File: config.mk
export PLATFORM = sky130hd
export DESIGN_NAME = tmu_top
export DESIGN_NICKNAME = d
export VERILOG_FILES = /design/src/tmu_pkg.sv /design/src/tmu_burst.sv /design/src/tmu_clip.sv /design/src/tmu_ctlif.sv /design/src/tmu_decay.sv /design/src/tmu_top.sv
export VERILOG_INCLUDE_DIRS = /design/src
export SDC_FILE = /design/constraint.sdc
export NUM_CORES = 1
export LEC_CHECK = 0
export BUFFER_PORTS_ARGS = -buffer_cell sky130_fd_sc_hd__buf_2
export CAP_MARGIN = 10
export CELL_PAD_IN_SITES_DETAIL_PLACEMENT = 0
export CELL_PAD_IN_SITES_GLOBAL_PLACEMENT = 1
export CORE_ASPECT_RATIO = 1.75
export CORE_MARGIN = 4
export CORE_UTILIZATION = 30
export CTS_CLUSTER_SIZE = 10
export DETAILED_ROUTE_END_ITERATION = 16
export HOLD_SLACK_MARGIN = 0.06
export PLACE_DENSITY = 0.56
export SLEW_MARGIN = 20
export SYNTH_ARGS = -nofsm -noshare
export SYNTH_HDL_FRONTEND = slang
export SYNTH_SLANG_ARGS = --single-unit
File: constraint.sdc
create_clock -name sys_clk -period 17 [get_ports sys_clk]
set_input_delay 3.4 -clock sys_clk [delete_from_list [all_inputs] [get_ports sys_clk]]
set_output_delay 3.4 -clock sys_clk [all_outputs]
set_load 0.02 [all_outputs]
File: src/tmu_consts.svh
/* texture mapping pixel back end
   widths, burst geometry and CSR word indices */
`ifndef TMU_CONSTS_SVH
`define TMU_CONSTS_SVH

`define TMU_FML_DEPTH 26 // memory byte address bits
`define TMU_COORD_W 12 // signed coordinate
`define TMU_RES_W 11 // screen resolution
`define TMU_PIXEL_W 16 // rgb565
`define TMU_BURST_PIXELS 4 // pixels per write burst
`define TMU_BRIGHT_W 6 // brightness 0..63
`define TMU_CSR_ADR_W 4 // csr word index

`define TMU_CSR_CTRL 0 // bit 0 start/busy, bit 1 chroma key enable
`define TMU_CSR_BRIGHT 1
`define TMU_CSR_CKEY 2
`define TMU_CSR_DFBUF 3
`define TMU_CSR_DHRES 4
`define TMU_CSR_DVRES 5
`define TMU_CSR_HOFF 6
`define TMU_CSR_VOFF 7

`endif

File: src/tmu_pkg.sv
/* texture mapping pixel back end
   shared vector types and controller states */
package tmu_pkg;

`include "tmu_consts.svh"

	typedef logic signed [`TMU_COORD_W-1:0] coord_t; // destination coordinate or offset
	typedef logic [`TMU_RES_W-1:0] res_t;
	typedef logic [`TMU_PIXEL_W-1:0] pixel_t; // rgb565
	typedef logic [`TMU_BRIGHT_W-1:0] bright_t;
	typedef logic [`TMU_FML_DEPTH-2:0] dadr_t; // 16-bit word address
	typedef logic [`TMU_FML_DEPTH-4:0] burst_adr_t; // word address / 4
	typedef logic [2*`TMU_BURST_PIXELS-1:0] burst_sel_t; // byte selects
	typedef logic [`TMU_PIXEL_W*`TMU_BURST_PIXELS-1:0] burst_data_t;
	typedef logic [`TMU_CSR_ADR_W-1:0] csr_adr_t;

	typedef enum logic [2:0] {
		IDLE,
		WAIT_LAST, // accepting points
		WAIT_PROCESS, // last point in, pipeline draining
		FLUSH,
		WAIT_FLUSH
	} ctl_state_t;

endpackage

File: src/tmu_burst.sv
/* burst assembler
   packs pixels into 4-pixel 64-bit write bursts, flushes the open one on request */
`timescale 1ns/1ns
`include "tmu_consts.svh"

module tmu_burst (
	input logic sys_clk,
	input logic sys_rst,
	input logic flush_i,
	input logic pipe_stb_i,
	input tmu_pkg::dadr_t adr_i,
	input tmu_pkg::pixel_t color_i,
	output logic pipe_ack_o,
	output logic busy_o,
	output logic burst_stb_o,
	output tmu_pkg::burst_adr_t burst_adr_o,
	output tmu_pkg::burst_sel_t burst_sel_o,
	output tmu_pkg::burst_data_t burst_dat_o,
	input logic burst_ack_i
);

	tmu_pkg::burst_adr_t open_adr;
	tmu_pkg::burst_sel_t open_sel;
	tmu_pkg::burst_data_t open_dat;

	tmu_pkg::burst_adr_t in_badr;
	logic [1:0] slot; // pixel index within the burst
	tmu_pkg::burst_sel_t slot_sel;
	logic open_any;
	logic same;
	logic out_free;
	logic in_xfer;
	logic in_move;
	logic flush_move;
	logic move;

	assign in_badr = adr_i[$bits(adr_i)-1:2];
	assign slot = adr_i[1:0];
	assign slot_sel = tmu_pkg::burst_sel_t'(2'b11) << {slot, 1'b0};

	assign open_any = |open_sel;
	assign same = !open_any || (in_badr == open_adr);
	assign out_free = !burst_stb_o || burst_ack_i; // output register empty after this edge

	// a pixel for another burst waits until the output register can take the open one
	assign pipe_ack_o = same || out_free;
	assign in_xfer = pipe_stb_i && pipe_ack_o;
	assign in_move = in_xfer && !same;
	assign flush_move = flush_i && open_any && out_free;
	assign move = in_move || flush_move;

	// the controller only flushes with the pipeline drained, so only the output can hold work
	assign busy_o = burst_stb_o;

	always_ff @(posedge sys_clk) begin
		if (sys_rst)
			open_sel <= '0;
		else if (in_xfer) begin
			if (same)
				open_sel <= open_sel | slot_sel;
			else
				open_sel <= slot_sel; // fresh burst
		end else if (flush_move)
			open_sel <= '0;
	end

	always_ff @(posedge sys_clk) begin
		if (in_xfer) begin
			open_adr <= in_badr;
			open_dat[`TMU_PIXEL_W*slot +: `TMU_PIXEL_W] <= color_i; // later pixel overwrites
		end
	end

	always_ff @(posedge sys_clk) begin
		if (sys_rst)
			burst_stb_o <= 1'b0;
		else if (move)
			burst_stb_o <= 1'b1;
		else if (burst_ack_i)
			burst_stb_o <= 1'b0;
	end

	always_ff @(posedge sys_clk) begin
		if (move) begin
			burst_adr_o <= open_adr;
			burst_sel_o <= open_sel;
			burst_dat_o <= open_dat;
		end
	end

endmodule

File: src/tmu_clip.sv
/* offset and clip stage
   applies destination offsets, drops off-screen points, forms word address */
`timescale 1ns/1ns
`include "tmu_consts.svh"

module tmu_clip (
	input logic sys_clk,
	input logic sys_rst,
	input logic run_i,
	input logic pipe_stb_i,
	input tmu_pkg::coord_t x_i,
	input tmu_pkg::coord_t y_i,
	input tmu_pkg::pixel_t color_i,
	output logic pipe_ack_o,
	input tmu_pkg::coord_t hoff_i,
	input tmu_pkg::coord_t voff_i,
	input tmu_pkg::res_t hres_i,
	input tmu_pkg::res_t vres_i,
	input tmu_pkg::dadr_t fbuf_i,
	output logic pipe_stb_o,
	output tmu_pkg::dadr_t adr_o,
	output tmu_pkg::pixel_t color_o,
	output logic busy_o,
	input logic pipe_ack_i
);

	tmu_pkg::coord_t fx, fy;
	tmu_pkg::res_t ux, uy;
	tmu_pkg::dadr_t row_base;
	tmu_pkg::dadr_t adr_next;
	logic keep;
	logic in_xfer;

	assign fx = x_i + hoff_i; // wraps at coordinate width
	assign fy = y_i + voff_i;
	assign ux = fx[`TMU_RES_W-1:0];
	assign uy = fy[`TMU_RES_W-1:0];

	// sign bit clear and below the resolution
	assign keep = !fx[`TMU_COORD_W-1] && (ux < hres_i)
		&& !fy[`TMU_COORD_W-1] && (uy < vres_i);

	assign row_base = tmu_pkg::dadr_t'(uy) * tmu_pkg::dadr_t'(hres_i);
	assign adr_next = fbuf_i + row_base + tmu_pkg::dadr_t'(ux);

	assign pipe_ack_o = run_i && (!pipe_stb_o || pipe_ack_i);
	assign in_xfer = pipe_stb_i && pipe_ack_o;
	assign busy_o = pipe_stb_o; // item held in the register

	always_ff @(posedge sys_clk) begin
		if (sys_rst)
			pipe_stb_o <= 1'b0;
		else if (in_xfer)
			pipe_stb_o <= keep; // clipped points vanish here
		else if (pipe_ack_i)
			pipe_stb_o <= 1'b0;
	end

	always_ff @(posedge sys_clk) begin
		if (in_xfer) begin
			adr_o <= adr_next;
			color_o <= color_i;
		end
	end

endmodule

File: src/tmu_ctlif.sv
/* texture mapping controller
   CSR bank, frame FSM, burst flush request and end-of-frame interrupt */
`timescale 1ns/1ns
`include "tmu_consts.svh"

module tmu_ctlif (
	input logic sys_clk,
	input logic sys_rst,
	input tmu_pkg::csr_adr_t csr_a_i,
	input logic csr_we_i,
	input logic [31:0] csr_di_i,
	output logic [31:0] csr_do_o,
	output logic irq_o,
	input logic pt_xfer_i,
	input logic pt_last_i,
	input logic pipe_busy_i,
	output logic run_o,
	output logic flush_o,
	output tmu_pkg::bright_t bright_o,
	output logic ckey_en_o,
	output tmu_pkg::pixel_t ckey_o,
	output tmu_pkg::dadr_t dst_fbuf_o,
	output tmu_pkg::res_t dst_hres_o,
	output tmu_pkg::res_t dst_vres_o,
	output tmu_pkg::coord_t hoff_o,
	output tmu_pkg::coord_t voff_o
);

	tmu_pkg::ctl_state_t state, next_state;
	logic start;
	logic busy;
	logic [31:0] rd_val;

	assign start = csr_we_i && (csr_a_i == `TMU_CSR_ADR_W'(`TMU_CSR_CTRL)) && csr_di_i[0];
	assign busy = (state != tmu_pkg::IDLE);
	assign run_o = (state == tmu_pkg::WAIT_LAST); // gates the input ack
	assign flush_o = (state == tmu_pkg::FLUSH);

	always_ff @(posedge sys_clk) begin
		if (sys_rst) begin
			ckey_en_o <= 1'b0;
			bright_o <= '0;
			ckey_o <= '0;
			dst_fbuf_o <= '0;
			dst_hres_o <= '0;
			dst_vres_o <= '0;
			hoff_o <= '0;
			voff_o <= '0;
		end else if (csr_we_i) begin
			case (csr_a_i)
				`TMU_CSR_ADR_W'(`TMU_CSR_CTRL): ckey_en_o <= csr_di_i[1];
				`TMU_CSR_ADR_W'(`TMU_CSR_BRIGHT): bright_o <= csr_di_i[`TMU_BRIGHT_W-1:0];
				`TMU_CSR_ADR_W'(`TMU_CSR_CKEY): ckey_o <= csr_di_i[`TMU_PIXEL_W-1:0];
				`TMU_CSR_ADR_W'(`TMU_CSR_DFBUF): dst_fbuf_o <= csr_di_i[`TMU_FML_DEPTH-2:0];
				`TMU_CSR_ADR_W'(`TMU_CSR_DHRES): dst_hres_o <= csr_di_i[`TMU_RES_W-1:0];
				`TMU_CSR_ADR_W'(`TMU_CSR_DVRES): dst_vres_o <= csr_di_i[`TMU_RES_W-1:0];
				`TMU_CSR_ADR_W'(`TMU_CSR_HOFF): hoff_o <= csr_di_i[`TMU_COORD_W-1:0];
				`TMU_CSR_ADR_W'(`TMU_CSR_VOFF): voff_o <= csr_di_i[`TMU_COORD_W-1:0];
				default: ;
			endcase
		end
	end

	always_comb begin
		case (csr_a_i)
			`TMU_CSR_ADR_W'(`TMU_CSR_CTRL): rd_val = {30'd0, ckey_en_o, busy};
			`TMU_CSR_ADR_W'(`TMU_CSR_BRIGHT): rd_val = 32'(bright_o);
			`TMU_CSR_ADR_W'(`TMU_CSR_CKEY): rd_val = 32'(ckey_o);
			`TMU_CSR_ADR_W'(`TMU_CSR_DFBUF): rd_val = 32'(dst_fbuf_o);
			`TMU_CSR_ADR_W'(`TMU_CSR_DHRES): rd_val = 32'(dst_hres_o);
			`TMU_CSR_ADR_W'(`TMU_CSR_DVRES): rd_val = 32'(dst_vres_o);
			`TMU_CSR_ADR_W'(`TMU_CSR_HOFF): rd_val = 32'($unsigned(hoff_o));
			`TMU_CSR_ADR_W'(`TMU_CSR_VOFF): rd_val = 32'($unsigned(voff_o));
			default: rd_val = 32'd0;
		endcase
	end

	always_ff @(posedge sys_clk) begin
		if (sys_rst) begin
			csr_do_o <= 32'd0;
			state <= tmu_pkg::IDLE;
			irq_o <= 1'b0;
		end else begin
			csr_do_o <= rd_val; // one cycle read latency
			state <= next_state;
			irq_o <= (state == tmu_pkg::WAIT_FLUSH) && !pipe_busy_i; // first idle cycle
		end
	end

	always_comb begin
		next_state = state;
		case (state)
			tmu_pkg::IDLE: if (start) next_state = tmu_pkg::WAIT_LAST;
			tmu_pkg::WAIT_LAST: if (pt_xfer_i && pt_last_i) next_state = tmu_pkg::WAIT_PROCESS;
			tmu_pkg::WAIT_PROCESS: if (!pipe_busy_i) next_state = tmu_pkg::FLUSH;
			tmu_pkg::FLUSH: next_state = tmu_pkg::WAIT_FLUSH; // single flush pulse
			tmu_pkg::WAIT_FLUSH: if (!pipe_busy_i) next_state = tmu_pkg::IDLE;
			default: next_state = tmu_pkg::IDLE;
		endcase
	end

endmodule

File: src/tmu_decay.sv
/* decay stage
   per-channel brightness scaling and chroma key drop */
`timescale 1ns/1ns

module tmu_decay (
	input logic sys_clk,
	input logic sys_rst,
	input tmu_pkg::bright_t bright_i,
	input logic ckey_en_i,
	input tmu_pkg::pixel_t ckey_i,
	input logic pipe_stb_i,
	input tmu_pkg::dadr_t adr_i,
	input tmu_pkg::pixel_t color_i,
	output logic pipe_ack_o,
	output logic pipe_stb_o,
	output tmu_pkg::dadr_t adr_o,
	output tmu_pkg::pixel_t color_o,
	output logic busy_o,
	input logic pipe_ack_i
);

	logic [6:0] bmul; // brightness + 1, up to 64
	logic [11:0] r_prod;
	logic [12:0] g_prod;
	logic [11:0] b_prod;
	tmu_pkg::pixel_t scaled;
	logic keep;
	logic in_xfer;

	assign bmul = {1'b0, bright_i} + 7'd1;
	assign r_prod = color_i[15:11] * bmul;
	assign g_prod = color_i[10:5] * bmul;
	assign b_prod = color_i[4:0] * bmul;
	assign scaled = {r_prod[10:6], g_prod[11:6], b_prod[10:6]}; // >> 6 per field

	assign keep = !(ckey_en_i && (color_i == ckey_i));

	assign pipe_ack_o = !pipe_stb_o || pipe_ack_i;
	assign in_xfer = pipe_stb_i && pipe_ack_o;
	assign busy_o = pipe_stb_o;

	always_ff @(posedge sys_clk) begin
		if (sys_rst)
			pipe_stb_o <= 1'b0;
		else if (in_xfer)
			pipe_stb_o <= keep; // keyed pixels dropped
		else if (pipe_ack_i)
			pipe_stb_o <= 1'b0;
	end

	always_ff @(posedge sys_clk) begin
		if (in_xfer) begin
			adr_o <= adr_i;
			color_o <= scaled;
		end
	end

endmodule

File: src/tmu_top.sv
/* texture mapping pixel back end top
   controller plus clip, decay and burst stages on a stb/ack chain */
`timescale 1ns/1ns

module tmu_top (
	input logic sys_clk,
	input logic sys_rst,
	input tmu_pkg::csr_adr_t csr_a_i,
	input logic csr_we_i,
	input logic [31:0] csr_di_i,
	output logic [31:0] csr_do_o,
	output logic irq_o,
	input logic pt_stb_i,
	output logic pt_ack_o,
	input tmu_pkg::coord_t pt_x_i,
	input tmu_pkg::coord_t pt_y_i,
	input tmu_pkg::pixel_t pt_color_i,
	input logic pt_last_i,
	output logic burst_stb_o,
	input logic burst_ack_i,
	output tmu_pkg::burst_adr_t burst_adr_o,
	output tmu_pkg::burst_sel_t burst_sel_o,
	output tmu_pkg::burst_data_t burst_dat_o
);

	logic pt_xfer, pipe_busy, run, flush, ckey_en;
	tmu_pkg::bright_t bright;
	tmu_pkg::pixel_t ckey;
	tmu_pkg::dadr_t dst_fbuf;
	tmu_pkg::res_t dst_hres, dst_vres;
	tmu_pkg::coord_t hoff, voff;
	logic clip_stb, clip_ack, clip_busy;
	tmu_pkg::dadr_t clip_adr;
	tmu_pkg::pixel_t clip_color;
	logic decay_stb, decay_ack, decay_busy;
	tmu_pkg::dadr_t decay_adr;
	tmu_pkg::pixel_t decay_color;
	logic burst_busy;

	assign pt_xfer = pt_stb_i && pt_ack_o;
	assign pipe_busy = clip_busy || decay_busy || burst_busy;

	tmu_ctlif ctlif0 (
		.sys_clk, .sys_rst, .csr_a_i, .csr_we_i, .csr_di_i, .csr_do_o, .irq_o,
		.pt_xfer_i(pt_xfer), .pt_last_i, .pipe_busy_i(pipe_busy),
		.run_o(run), .flush_o(flush), .bright_o(bright), .ckey_en_o(ckey_en),
		.ckey_o(ckey), .dst_fbuf_o(dst_fbuf), .dst_hres_o(dst_hres),
		.dst_vres_o(dst_vres), .hoff_o(hoff), .voff_o(voff)
	);

	tmu_clip clip0 (
		.sys_clk, .sys_rst, .run_i(run),
		.pipe_stb_i(pt_stb_i), .x_i(pt_x_i), .y_i(pt_y_i), .color_i(pt_color_i),
		.pipe_ack_o(pt_ack_o), .hoff_i(hoff), .voff_i(voff),
		.hres_i(dst_hres), .vres_i(dst_vres), .fbuf_i(dst_fbuf),
		.pipe_stb_o(clip_stb), .adr_o(clip_adr), .color_o(clip_color),
		.busy_o(clip_busy), .pipe_ack_i(clip_ack)
	);

	tmu_decay decay0 (
		.sys_clk, .sys_rst, .bright_i(bright), .ckey_en_i(ckey_en), .ckey_i(ckey),
		.pipe_stb_i(clip_stb), .adr_i(clip_adr), .color_i(clip_color),
		.pipe_ack_o(clip_ack), .pipe_stb_o(decay_stb), .adr_o(decay_adr),
		.color_o(decay_color), .busy_o(decay_busy), .pipe_ack_i(decay_ack)
	);

	tmu_burst burst0 (
		.sys_clk, .sys_rst, .flush_i(flush),
		.pipe_stb_i(decay_stb), .adr_i(decay_adr), .color_i(decay_color),
		.pipe_ack_o(decay_ack), .busy_o(burst_busy),
		.burst_stb_o, .burst_adr_o, .burst_sel_o, .burst_dat_o, .burst_ack_i
	);

endmodule
==> impl_summary.log, run 1 <==
INFO  metric status = completed
INFO  metric crit_path_max_delay_cell_type = sky130_fd_sc_hd__fa_1
INFO  metric worst_setup_path_end_kind = register
INFO  metric cts.path.max_buffers = 3
INFO  metric vdd.ir_drop.worst = 66.23 uV
INFO  metric cts.repair.resized = 0
INFO  metric gp_congestion = 0.8376
INFO  metric setup_total_negative_slack = 0 ps
INFO  metric worst-slew-pin-transition = 1078 ps
INFO  metric hold_viol_final = 0
INFO  metric power.sequential.fraction = 49.2%
INFO  metric floorplan.die_area = 82990 um2
INFO  metric edff_count_synth = 264
INFO  metric number_of_synthesized_register_bits = 398
INFO  metric antenna_found_initial = 2
INFO  metric htreeDepth = 2
INFO  metric avgViaCountPerCell = 4.633
INFO  metric synth_largest_type_area_fraction = 33.76%
INFO  metric max_cap_viol_count = 0
INFO  metric first_pass_grt_wire_length = 98.55 mm
INFO  metric vias_in_the_first_global_route = 16320
INFO  metric post-route-min-period = 10160 ps
INFO  metric ys_seq_area_share = 45.18%
INFO  metric clock_tree_from_tritoncts = done
INFO  metric period_share = 59.78%
INFO  metric p_int = 0.001622 W
INFO  metric wl_met2 = 32.48 mm
INFO  metric finClkSkew = 51.05 ps
INFO  metric die_width = 219.5 um
INFO  metric power_density = 77.43 nW/um2
INFO  metric design.final.nets = 2777
INFO  metric cts_post_setup_buffers_inserted = 0
INFO  metric global_route.usage.total = 15.50%
INFO  metric power_frac_comb = 6.6%
INFO  metric maxSlewViolCount = 0
INFO  metric hold_class = reg2reg
INFO  metric timing.slew.headroom = 27.85%
INFO  metric netlist_top_cells_area = sky130_fd_sc_hd__edfxtp_1 34%, sky130_fd_sc_hd__fa_1 14%, sky130_fd_sc_hd__dfxtp_1 11%, sky130_fd_sc_hd__ha_1 8.8%, sky130_fd_sc_hd__and2_1 5.0%
INFO  metric fraction_of_final_layout_cells_with_drive_strength_greater_than_1 = 13.03%
INFO  metric layout_common_cells = 310 x sky130_fd_sc_hd__nand2_1, 271 x sky130_fd_sc_hd__inv_1, 264 x sky130_fd_sc_hd__edfxtp_1, 196 x sky130_fd_sc_hd__buf_2, 185 x sky130_fd_sc_hd__and2_1
INFO  metric worst_hold_slack_after_final_layout = 410.5 ps
INFO  metric grt_max_degree = 73
INFO  metric critical_path_max_stage_delay = 580 ps
INFO  metric post_synth.cell_area_avg = 10.77 um2
INFO  metric postRouteWirelength = 64.24 mm
INFO  metric post_synth_inst_count = 2180
INFO  metric cts_buffers = 47
INFO  metric synth_ff_type = sky130_fd_sc_hd__edfxtp_1
INFO  metric clock-root-buffer = sky130_fd_sc_hd__clkbuf_16
INFO  metric power.switching_fraction = 22.66%
INFO  metric worstSkewPairLatency = 600 ps
INFO  metric worstPathBufferInverterCount = 5
INFO  metric mappedNetlistArea = 23480 um2
INFO  metric yosysWarningCount = 0
INFO  metric cpLargestDelayFamily = adder cells
INFO  metric report.final.setup_viol = 0
INFO  metric core.rowCount = 135
INFO  metric post-synth-top-area-cell = sky130_fd_sc_hd__edfxtp_1
INFO  metric nFillCells = 7742
INFO  metric detailedRoute.firstPassIterationCount = 6
INFO  metric setup.worst_path.class = in2reg
INFO  metric cpMostUsedCell = sky130_fd_sc_hd__fa_1
INFO  metric critical_path.startpoint_type = input port
INFO  metric drc = 0
INFO  metric number_of_buffers_added_on_ports = 197
INFO  metric unrepaired_setup_endpoints_after_global_routing = no
INFO  metric global_route.overflow_total = 0
INFO  metric critical_path_peak_fanout = 12
INFO  metric start_util = 30.29%
INFO  metric leakage = 11.24 nW
INFO  metric chipHeight = 378.1 um
INFO  metric cp_arrival = 10460 ps
INFO  metric inserted_diodes = 0
INFO  metric area_growth_syn_to_layout = 15.36%
INFO  metric hold_buffers = 0
INFO  metric mostFrequentLayoutCell = sky130_fd_sc_hd__nand2_1
INFO  metric drt_iter0_drc = 973
INFO  metric detailroute.via_count = 15850
INFO  metric total_met3_wirelength_after_detailed_routing = 2.892 mm
INFO  metric routed.top_layer = met4
INFO  metric power.switching = 0.0004753 W
INFO  metric cts_sinks = 398
INFO  metric ant_nets = 0
INFO  metric floorplan.core_area = 77530 um2
INFO  metric asyncSetResetFlopFracSynth = 0%
INFO  metric route.layer.met1.wl = 25.12 mm
INFO  metric max_clock_freq = 0.09840 GHz
INFO  metric dp.final_hpwl = 50.50 mm
INFO  metric drt-wirelength-per-cell = 18.77 um
INFO  metric share_clk_of_total_power = 44.2%
INFO  metric timing.critical_path.required = 17300 ps
INFO  metric io_count = 212
INFO  metric clkSlewWorstSetupHoldPaths = 50 ps
INFO  metric netlist-cell-type-count = 65
-- cell families (layout without fill, tap and decap cells) --
group | count (synthesis) | in the layout | synth area share [%]
simple gates | 683 | 683 | 14.21
buf+inv | 367 | 576 | 6.016
xor+xnor | 99 | 99 | 3.692
flops | 398 | 398 | 45.18
fa+ha+maj | 326 | 326 | 22.49
compound gates | 305 | 305 | 8.355
other cells | 1 | 7 | 0.01597
mux | 1 | 1 | 0.04263
-- worst reg2reg max path, cell delays in order (launching register included) --
cell and delay (ps):
sky130_fd_sc_hd__dfxtp_1 360, sky130_fd_sc_hd__ha_1 250, sky130_fd_sc_hd__fa_1 420, sky130_fd_sc_hd__a21o_1 190, sky130_fd_sc_hd__a21oi_1 220, sky130_fd_sc_hd__o21bai_1 90, sky130_fd_sc_hd__a21oi_1 280, sky130_fd_sc_hd__o21a_1 230
sky130_fd_sc_hd__xnor2_1 140, sky130_fd_sc_hd__buf_4 250, sky130_fd_sc_hd__nand2_1 120, sky130_fd_sc_hd__fa_1 580, sky130_fd_sc_hd__inv_1 60, sky130_fd_sc_hd__fa_1 540, sky130_fd_sc_hd__fa_1 450, sky130_fd_sc_hd__fa_1 550
sky130_fd_sc_hd__inv_1 50, sky130_fd_sc_hd__fa_1 520, sky130_fd_sc_hd__inv_1 40, sky130_fd_sc_hd__ha_1 360, sky130_fd_sc_hd__a21oi_1 140, sky130_fd_sc_hd__o21ai_0 140, sky130_fd_sc_hd__a2111oi_2 430, sky130_fd_sc_hd__a211oi_1 170
sky130_fd_sc_hd__o41ai_2 420, sky130_fd_sc_hd__mux2i_1 240, sky130_fd_sc_hd__nand2_1 70
-- final timing paths --
kind / start / to / slack [ps] / cells after the start
min reg2reg: burst0.open_dat[11] / burst0.burst_dat_o[11] / 410 / 0
max: pt_y_i[0] / clip0.adr_o[23] / 6840 / 27
min: burst0.open_dat[11] / burst0.burst_dat_o[11] / 410 / 0
max reg2reg: ctlif0.voff_o[0] / clip0.adr_o[23] / 9380 / 26
-- cell type report --
type | instances | area [um2] | share of cell area [%]
clock buffer | 69 | 1279 | 4.720
multi-input combinational | 1421 | 11560 | 42.67
clock inverter | 6 | 102.6 | 0.3787
inverter | 271 | 1017 | 3.755
tap | 1027 | 1285 | 4.743
timing repair buffer | 230 | 1236 | 4.563
sequential | 398 | 10610 | 39.17
-- per-layer routing --
| metal | GRT usage, % | vias to the layer above |
|---|---|---|
| li1 | - | 7608 |
| met1 | 18.45 | 7672 |
| met2 | 27.05 | 452 |
| met3 | 1.951 | 122 |
| met4 | 8.328 | 0 |
| met5 | 0 | - |
-- cell usage after synthesis (8+ instances only) --
| master | count |
|---|---|
| sky130_fd_sc_hd__nor3_1 | 20 |
| sky130_fd_sc_hd__dfxtp_1 | 134 |
| sky130_fd_sc_hd__nand3_1 | 44 |
| sky130_fd_sc_hd__fa_1 | 160 |
| sky130_fd_sc_hd__nor2b_1 | 15 |
| sky130_fd_sc_hd__o21bai_1 | 8 |
| sky130_fd_sc_hd__clkbuf_1 | 83 |
| sky130_fd_sc_hd__inv_1 | 271 |
| sky130_fd_sc_hd__a22oi_1 | 37 |
| sky130_fd_sc_hd__xnor2_1 | 65 |
| sky130_fd_sc_hd__and2_1 | 186 |
| sky130_fd_sc_hd__buf_4 | 8 |
| sky130_fd_sc_hd__o21ai_0 | 19 |
| sky130_fd_sc_hd__nand4_1 | 8 |
| sky130_fd_sc_hd__edfxtp_1 | 264 |
| sky130_fd_sc_hd__nor4_1 | 8 |
| sky130_fd_sc_hd__nor3b_1 | 8 |
| sky130_fd_sc_hd__nand2b_1 | 19 |
| sky130_fd_sc_hd__a21oi_1 | 138 |
| sky130_fd_sc_hd__a211oi_1 | 12 |
| sky130_fd_sc_hd__a31oi_1 | 12 |
| sky130_fd_sc_hd__nand2_1 | 310 |
| sky130_fd_sc_hd__o21a_1 | 9 |
| sky130_fd_sc_hd__a21o_1 | 16 |
| sky130_fd_sc_hd__xor2_1 | 34 |
| sky130_fd_sc_hd__nor2_1 | 45 |
| sky130_fd_sc_hd__ha_1 | 166 |
-- sequential cells by signal (all words and copies together), names as in the netlist, 23 cells and up --
| register | cells |
|---|---|
| ctlif0.dst_fbuf_o | 25 |
| burst0.burst_adr_o | 23 |
| burst0.open_adr | 23 |
| burst0.burst_dat_o | 64 |
| ctlif0.csr_do_o | 25 |
| decay0.adr_o | 25 |
| burst0.open_dat | 64 |
| clip0.adr_o | 25 |
-- power by group through the flow --
stage          registers (W)  logic (W)  clock network, W
6_report             0.00103   0.000138          0.000927
5_1_grt              0.00103   0.000156           0.00100
4_1_cts              0.00103   0.000140          0.000961
3_5_place_dp         0.00105   0.000139                 0
3_3_place_gp         0.00105   0.000138                 0
2_1_floorplan        0.00105  0.0000889                 0
-- metrics by stage --
| stage | std cells | total power (W) | util (%) | instance area [um2] | worst slack (ps) |
|---|---|---|---|---|---|
| 6_report | 3422 | 0.002098 | 34.94 | 27090 | 6838 |
| 5_1_grt | 3422 | 0.002190 | 34.94 | 27090 | 6281 |
| 4_1_cts | 3422 | 0.002134 | 34.94 | 27090 | 6834 |
| 3_5_place_dp | 3347 | 0.001192 | 33.16 | 25710 | 6242 |
| 3_3_place_gp | 3347 | 0.001190 | 33.16 | 25710 | 6321 |
| 2_1_floorplan | 2186 | 0.001138 | - | 23510 | 7032 |
(Power assumes the default switching activity.)
==> run 2, diff against run 1 <==
--- a/config.mk
+++ b/config.mk
@@ -6,6 +6,7 @@
 export SDC_FILE = /design/constraint.sdc
 export NUM_CORES = 1
 export LEC_CHECK = 0
+export ABC_AREA = 1
 export BUFFER_PORTS_ARGS = -buffer_cell sky130_fd_sc_hd__buf_2
 export CAP_MARGIN = 10
 export CELL_PAD_IN_SITES_DETAIL_PLACEMENT = 0
@@ -16,7 +17,7 @@
 export CTS_CLUSTER_SIZE = 10
 export DETAILED_ROUTE_END_ITERATION = 16
 export HOLD_SLACK_MARGIN = 0.06
-export PLACE_DENSITY = 0.56
+export PLACE_DENSITY = 0.59
 export SLEW_MARGIN = 20
 export SYNTH_ARGS = -nofsm -noshare
 export SYNTH_HDL_FRONTEND = slang
==> constraint.sdc (replaced) <==
create_clock -name sys_clk -period 8.2 [get_ports sys_clk]
set_input_delay 1.64 -clock sys_clk [delete_from_list [all_inputs] [get_ports sys_clk]]
set_output_delay 1.64 -clock sys_clk [all_outputs]
set_load 0.02 [all_outputs]
==> run 2 against run 1 <==
Core utilization down 0.061 points. Sequential power rose by 120%. Flip-flop and latch count unchanged. Power up 120%. Clock skew rose by 2.1 ps. Die area increased by 0.12%. Sequential share of layout area rose by 0.069 points. Critical path type unchanged.
==> impl_summary.log, run 2 <==
INFO  metric status = completed
INFO  metric cp_arrival = 7860 ps
INFO  metric post_synth.cell_area_avg = 9.809 um2
INFO  metric cts_post_setup_buffers_inserted = 0
INFO  metric area_growth_syn_to_layout = 15.02%
INFO  metric clock-root-buffer = sky130_fd_sc_hd__clkbuf_16
INFO  metric finalWorstSetupSlack = 665.8 ps
INFO  metric post-place-ws = 74.44 ps
INFO  metric report.final.setup_viol = 0
INFO  metric yosysWarningCount = 0
INFO  metric netlist-cell-type-count = 58
INFO  metric timing.critical_path.required = 8520 ps
INFO  metric setup_total_negative_slack = 0 ps
INFO  metric setup.worst_path.class = in2reg
INFO  metric fraction_of_final_layout_cells_with_drive_strength_greater_than_1 = 12.83%
INFO  metric critical_path_max_stage_delay = 570 ps
INFO  metric global_route.overflow_total = 0
INFO  metric io_count = 212
INFO  metric clkSlewWorstSetupHoldPaths = 60 ps
INFO  metric leakage = 12.13 nW
INFO  metric ys_seq_area_share = 45.13%
INFO  metric chipHeight = 378.3 um
INFO  metric worst-slew-pin-transition = 1058 ps
INFO  metric worst_setup_path_end_kind = register
INFO  metric ant_nets = 0
INFO  metric dp.cells = 3585
INFO  metric finClkSkew = 53.11 ps
INFO  metric nFillCells = 7903
INFO  metric die_width = 219.6 um
INFO  metric crit_path_max_delay_cell_type = sky130_fd_sc_hd__fa_1
INFO  metric drt_iter0_drc = 988
INFO  metric post_synth_inst_count = 2397
INFO  metric grt_max_degree = 60
INFO  metric rr_endpoint = clip0.adr_o[23]
INFO  metric global_route.usage.total = 16.72%
INFO  metric floorplan.die_area = 83090 um2
INFO  metric total_power = 0.004596 W
INFO  metric mappedNetlistArea = 23510 um2
INFO  metric hold_class = reg2reg
INFO  metric gp_congestion = 0.9078
INFO  metric hold_depth = 0
INFO  metric max_clock_freq = 0.1327 GHz
INFO  metric drc = 0
INFO  metric detailedRoute.firstPassIterationCount = 5
INFO  metric critical_path_peak_fanout = 8
INFO  metric edff_count_synth = 264
INFO  metric synth_largest_type_area_fraction = 33.72%
INFO  metric drt-wirelength-per-cell = 19.15 um
INFO  metric antenna_found_initial = 1
INFO  metric avgViaCountPerCell = 4.639
INFO  metric unrepaired_setup_endpoints_after_global_routing = no
INFO  metric cts.repair.resized = 0
INFO  metric synth-compound-area-share = 8.222%
INFO  metric core.rowCount = 135
INFO  metric synth_commonest_cells = 444 x sky130_fd_sc_hd__inv_1, 368 x sky130_fd_sc_hd__nand2_1, 264 x sky130_fd_sc_hd__edfxtp_1, 234 x sky130_fd_sc_hd__nor2_1, 166 x sky130_fd_sc_hd__ha_1
INFO  metric worstSetupStartpoint = pt_y_i[2]
INFO  metric synth_ff_type = sky130_fd_sc_hd__edfxtp_1
INFO  metric post-route-min-period = 7534 ps
INFO  metric most_used_standard_cell_by_instance_count_after_synthesis = sky130_fd_sc_hd__inv_1
INFO  metric largest_registers = burst0.burst_dat_o x64, burst0.open_dat x64
INFO  metric layout_common_cells = 444 x sky130_fd_sc_hd__inv_1, 368 x sky130_fd_sc_hd__nand2_1, 264 x sky130_fd_sc_hd__edfxtp_1, 234 x sky130_fd_sc_hd__nor2_1, 197 x sky130_fd_sc_hd__buf_2
INFO  metric power_density = 170.0 nW/um2
INFO  metric max_cap_viol_count = 0
INFO  metric hold_viol_final = 0
INFO  metric worst_hold_slack_after_final_layout = 402.9 ps
INFO  metric design.final.nets = 3015
INFO  metric largest_family_of_logic_cells_by_synthesized_area = adder cells
INFO  metric layout.cells.non_filler = 3653
INFO  metric dp.final_hpwl = 56.13 mm
INFO  metric hold_buffers = 0
INFO  metric detailroute.via_count = 16950
INFO  metric number_of_synthesized_register_bits = 398
INFO  metric cts_buffers = 47
INFO  metric first_pass_grt_wire_length = 105.8 mm
INFO  metric synth-simple-area-share = 12.79%
INFO  metric floorplan.core_area = 77530 um2
INFO  metric start_util = 30.33%
INFO  metric cpLargestDelayFamily = adder cells
INFO  metric post_synth_xor_area_fraction = 2.703%
INFO  metric whs_endpoint = decay0.adr_o[22]
INFO  metric wp_depth = 27
INFO  metric adder_cell_area_share_of_the_yosys_netlist = 22.46%
INFO  metric number_of_buffers_added_on_ports = 197
INFO  metric r2r.worst_path.cells = 26
INFO  metric ff2ff_setup_slack = 1430 ps
INFO  metric maxSlewViolCount = 0
INFO  metric postRouteWirelength = 69.97 mm
INFO  metric vias_in_the_first_global_route = 17710
INFO  metric worst_r2r_startpoint = ctlif0.voff_o[2]
INFO  metric vdd.ir_drop.worst = 128.9 uV
INFO  metric asyncSetResetFlopFracSynth = 0%
INFO  metric critical_path.startpoint_type = input port
INFO  metric inserted_diodes = 0
INFO  metric cts_sinks = 398
INFO  metric timing.slew.headroom = 29.25%
INFO  metric synth.area.mux_share = 0%
INFO  metric netlist_top_cells_area = sky130_fd_sc_hd__edfxtp_1 34%, sky130_fd_sc_hd__fa_1 14%, sky130_fd_sc_hd__dfxtp_1 11%, sky130_fd_sc_hd__ha_1 8.8%, sky130_fd_sc_hd__inv_1 7.1%
INFO  metric worstSkewPairLatency = 610 ps
INFO  metric cts.path.max_buffers = 3
INFO  metric worstPathBufferInverterCount = 7
INFO  metric mostFrequentLayoutCell = sky130_fd_sc_hd__inv_1
INFO  metric post-synth-top-area-cell = sky130_fd_sc_hd__edfxtp_1
INFO  metric period_share = 91.88%
INFO  metric clock_tree_from_tritoncts = done
INFO  metric worst_hold_startpoint = clip0.adr_o[22]
INFO  metric cpMostUsedCell = sky130_fd_sc_hd__fa_1
INFO  metric htreeDepth = 2
## run 2: cell count changes after synthesis, sizes merged, moves of 18 or more
| cell | delta |
|---|---|
| xnor2 | -34 |
| nand3 | +21 |
| clkbuf | -24 |
| nand2b | -18 |
| a21oi | +32 |
| and2 | -186 |
| nor2 | +193 |
| nand2 | +69 |
| a22oi | -37 |
| o21ai | +69 |
| inv | +187 |
## run 2: layout make-up
type / instances / area [um2] / area share [%]
Clock buffer: 62 / 1254 / 4.636
Sequential cell: 398 / 10610 / 39.24
Clock inverter: 6 / 51.30 / 0.1897
Tap cell: 1027 / 1285 / 4.752
Timing Repair Buffer: 227 / 1211 / 4.479
Inverter: 462 / 1737 / 6.422
Multi-Input combinational cell: 1471 / 10890 / 40.29
## run 2: routing by layer
metal  up-vias  global-route usage, %  routed length, um
met2       460                  31.49              37380
met4         0                  6.474               2806
met3       123                  2.167               3079
li1       8102                      -                  -
met1      8261                  18.95              26710
met5         -                      0                  0
## run 2: worst register-to-register path: cells and delay by family (launching register included)
| kind | cells | cell delay [ps] |
|---|---|---|
| AO/OA/AOI/OAI | 8 | 1500 |
| XOR/XNOR | 1 | 150 |
| adder cells (fa/ha/maj) | 7 | 3370 |
| buffers and inverters | 6 | 480 |
| flip-flops | 1 | 410 |
| AND/OR/NAND/NOR | 4 | 590 |
## run 2: power breakdown
part           switching [W]  internal [W]  leakage (nW)
Sequential         0.0000394       0.00218          3.51
Combinational       0.000354      0.000169          7.99
Clock               0.000794       0.00106         0.633
Total                0.00119       0.00341          12.1
## run 2: worst max-delay path by stage
stage,endpoint
4_1_cts,clip0.adr_o[23]
5_1_grt,clip0.adr_o[23]
6_report,clip0.adr_o[23]
3_3_place_gp,clip0.adr_o[23]
2_1_floorplan,clip0.adr_o[23]
3_5_place_dp,clip0.adr_o[23]
## run 2: cell families (layout without fill, tap and decap cells)
group / count (synthesis) / after routing
flops: 398 / 398
simple gates: 731 / 731
other cells: 1 / 7
xor+xnor: 70 / 70
fa+ha+maj: 326 / 326
compound gates: 337 / 337
buf+inv: 534 / 757
## run 2: per-stage QoR
stage,util [%],instance area (um2)
after CTS,34.87,27040
after floorplan,-,23530
final,34.88,27040
after global routing,34.88,27040
after detailed placement,33.19,25730
after global placement,33.19,25730
==> run 3, diff against run 2 <==
--- a/config.mk
+++ b/config.mk
@@ -8,7 +8,7 @@
 export LEC_CHECK = 0
 export ABC_AREA = 1
 export BUFFER_PORTS_ARGS = -buffer_cell sky130_fd_sc_hd__buf_2
-export CAP_MARGIN = 10
+export CAP_MARGIN = 25
 export CELL_PAD_IN_SITES_DETAIL_PLACEMENT = 0
 export CELL_PAD_IN_SITES_GLOBAL_PLACEMENT = 1
 export CORE_ASPECT_RATIO = 1.75
@@ -17,7 +17,7 @@
 export CTS_CLUSTER_SIZE = 10
 export DETAILED_ROUTE_END_ITERATION = 16
 export HOLD_SLACK_MARGIN = 0.06
-export PLACE_DENSITY = 0.59
+export PLACE_DENSITY = 0.56
 export SLEW_MARGIN = 20
 export SYNTH_ARGS = -nofsm -noshare
 export SYNTH_HDL_FRONTEND = slang
==> constraint.sdc (replaced) <==
create_clock -name sys_clk -period 9.5 [get_ports sys_clk]
set_input_delay 1.9 -clock sys_clk [delete_from_list [all_inputs] [get_ports sys_clk]]
set_output_delay 1.9 -clock sys_clk [all_outputs]
set_load 0.02 [all_outputs]
==> run 3 against run 2 <==
Die area did not move. Register-to-register slack better by 1200 ps. Flip-flop and latch count did not move. Critical path depth is 1 higher. Clock power is 10% lower. Global-route usage hardly changed. Via count shrank 0.86%. Sequential share of layout area barely moved. Clock-buffer cell count is 19 higher. Largest power group unchanged. Highest routed layer unchanged.
==> impl_summary.log, run 3 (same netlist as run 2, synthesis figures left out) <==
INFO  metric status = completed
INFO  metric global_route.usage.total = 16.74%
INFO  metric hold_viol_final = 0
INFO  metric drt-wirelength-per-cell = 19.15 um
INFO  metric clock_tree_from_tritoncts = done
INFO  metric fraction_of_final_layout_cells_with_drive_strength_greater_than_1 = 12.36%
INFO  metric core.rowCount = 135
INFO  metric htreeDepth = 2
INFO  metric timing.critical_path.required = 9830 ps
INFO  metric worst_setup_path_end_kind = register
INFO  metric worst_hold_startpoint = clip0.adr_o[20]
INFO  metric area_growth_syn_to_layout = 15.01%
INFO  metric global_route.overflow_total = 0
INFO  metric antenna_found_initial = 1
INFO  metric drt_iter0_drc = 855
INFO  metric maxSlewViolCount = 0
INFO  metric start_util = 30.33%
INFO  metric unrepaired_setup_endpoints_after_global_routing = no
INFO  metric worstSkewPairLatency = 600 ps
INFO  metric grt_max_degree = 53
INFO  metric clock-root-buffer = sky130_fd_sc_hd__clkbuf_16
INFO  metric report.final.setup_viol = 0
INFO  metric critical_path_peak_fanout = 7
INFO  metric detailroute.via_count = 16800
INFO  metric cts_post_setup_buffers_inserted = 0
INFO  metric hold_buffers = 0
INFO  metric setup.worst_path.class = in2reg
INFO  metric vdd.ir_drop.worst = 110.7 uV
INFO  metric max_cap_viol_count = 0
INFO  metric floorplan.core_area = 77530 um2
INFO  metric largest_registers = burst0.burst_dat_o x64, burst0.open_dat x64
INFO  metric floorplan.die_area = 83090 um2
INFO  metric first_pass_grt_wire_length = 104.6 mm
INFO  metric cts.repair.resized = 0
INFO  metric post-route-min-period = 7963 ps
INFO  metric detailedRoute.firstPassIterationCount = 5
INFO  metric total_power = 0.004022 W
INFO  metric share_clk_of_total_power = 41.2%
INFO  metric cts_buffers = 47
INFO  metric chipHeight = 378.3 um
INFO  metric drc = 0
INFO  metric dp.final_hpwl = 56.44 mm
INFO  metric setup_total_negative_slack = 0 ps
INFO  metric power.sequential.fraction = 47.6%
INFO  metric io_count = 212
INFO  metric rr_endpoint = clip0.adr_o[23]
INFO  metric design.final.nets = 3003
INFO  metric number_of_buffers_added_on_ports = 197
INFO  metric power_density = 148.8 nW/um2
INFO  metric ff2ff_setup_slack = 2610 ps
INFO  metric power.switching_fraction = 25.61%
INFO  metric cp_arrival = 8290 ps
INFO  metric critical_path.startpoint_type = input port
INFO  metric timing.slew.headroom = 32.10%
INFO  metric layout_common_cells = 444 x sky130_fd_sc_hd__inv_1, 368 x sky130_fd_sc_hd__nand2_1, 264 x sky130_fd_sc_hd__edfxtp_1, 234 x sky130_fd_sc_hd__nor2_1, 197 x sky130_fd_sc_hd__buf_2
INFO  metric layout.cells.non_filler = 3656
INFO  metric die_width = 219.6 um
INFO  metric avgViaCountPerCell = 4.595
INFO  metric power_frac_comb = 11.2%
INFO  metric mostFrequentLayoutCell = sky130_fd_sc_hd__inv_1
INFO  metric worst-slew-pin-transition = 1015 ps
INFO  metric cts_sinks = 398
INFO  metric p_int = 0.002992 W
INFO  metric period_share = 83.82%
INFO  metric worst_r2r_startpoint = ctlif0.voff_o[2]
INFO  metric leakage = 12.10 nW
INFO  metric clkSlewWorstSetupHoldPaths = 60 ps
INFO  metric max_clock_freq = 0.1256 GHz
INFO  metric gp_congestion = 0.8891
INFO  metric hold_depth = 0
INFO  metric r2r.worst_path.cells = 27
INFO  metric dp.cells = 3573
INFO  metric hold_class = reg2reg
INFO  metric finClkSkew = 40.52 ps
INFO  metric ant_nets = 0
INFO  metric whs_endpoint = decay0.adr_o[20]
INFO  metric power.switching = 0.001030 W
INFO  metric inserted_diodes = 0
INFO  metric postRouteWirelength = 70.01 mm
INFO  metric vias_in_the_first_global_route = 17260
INFO  metric cts.path.max_buffers = 3
[run 3: cell count changes in the layout (fill, tap and decap cells not counted), sizes merged]
cell,previous run,this run
inv,459,458
clkbuf,62,81
buf,227,215
clkinv,9,6
[run 3: how the worst max path moves through the flow]
stage | startpoint | end | slack [ps] | cells after the start
floorplan | pt_y_i[0] | clip0.adr_o[23] | 1990 | 28
global placement | pt_y_i[2] | clip0.adr_o[23] | 950 | 28
detailed placement | pt_y_i[2] | clip0.adr_o[23] | 920 | 28
CTS | pt_y_i[2] | clip0.adr_o[21] | 1540 | 29
global route | pt_y_i[2] | clip0.adr_o[21] | 1250 | 29
finish | pt_y_i[2] | clip0.adr_o[23] | 1540 | 28
[run 3: critical path, cell delays in order]
cell and delay [ps]:
sky130_fd_sc_hd__buf_2 100, sky130_fd_sc_hd__ha_1 360, sky130_fd_sc_hd__a21oi_1 220, sky130_fd_sc_hd__nand2_1 150, sky130_fd_sc_hd__a21oi_1 180, sky130_fd_sc_hd__o21ai_2 80, sky130_fd_sc_hd__xor2_2 660, sky130_fd_sc_hd__inv_2 210
sky130_fd_sc_hd__nor2_1 190, sky130_fd_sc_hd__fa_1 440, sky130_fd_sc_hd__inv_1 90, sky130_fd_sc_hd__fa_1 410, sky130_fd_sc_hd__inv_1 90, sky130_fd_sc_hd__fa_1 420, sky130_fd_sc_hd__inv_1 80, sky130_fd_sc_hd__fa_1 440
sky130_fd_sc_hd__fa_1 550, sky130_fd_sc_hd__inv_1 50, sky130_fd_sc_hd__ha_1 350, sky130_fd_sc_hd__nand2_1 80, sky130_fd_sc_hd__nand2_1 40, sky130_fd_sc_hd__a31oi_1 330, sky130_fd_sc_hd__inv_1 100, sky130_fd_sc_hd__a21oi_2 260
sky130_fd_sc_hd__inv_2 80, sky130_fd_sc_hd__a21oi_4 180, sky130_fd_sc_hd__o21ai_1 90, sky130_fd_sc_hd__xor2_1 140
[run 3: area by class of cell]
type	instances	area, um2
Clock buffer	81	1366
Clock inverter	2	17.52
Fill cell	7853	50490
Inverter	462	1737
Multi-Input combinational cell	1471	10890
Sequential cell	398	10610
Tap cell	1027	1285
Timing Repair Buffer	215	1134
[run 3: stage by stage]
step	utilization (%)	instance area [um2]	hold slack, ps	setup WS (ps)
final	34.88	27040	412.2	1537
after floorplan	-	23530	400.3	1994
after detailed placement	33.09	25660	404.5	922.3
after global routing	34.88	27040	418.7	1249
after global placement	33.07	25640	402.1	952.7
after CTS	34.88	27040	413.0	1537
[run 3: metal layers]
| layer | track usage, % | wire, um |
|---|---|---|
| met2 | 30.34 | 35810 |
| met1 | 19.01 | 26850 |
| met4 | 8.525 | 4065 |
| met5 | 0 | 0 |
| met3 | 2.344 | 3276 |
[run 3: power groups by stage]
stage / Combinational, W / Clock, W / Sequential (W)
3_5_place_dp: 0.000457 / 0 / 0.00195
4_1_cts: 0.000460 / 0.00172 / 0.00192
6_report: 0.000452 / 0.00166 / 0.00192
3_3_place_gp: 0.000446 / 0 / 0.00195
2_1_floorplan: 0.000295 / 0 / 0.00193
5_1_grt: 0.000510 / 0.00178 / 0.00192
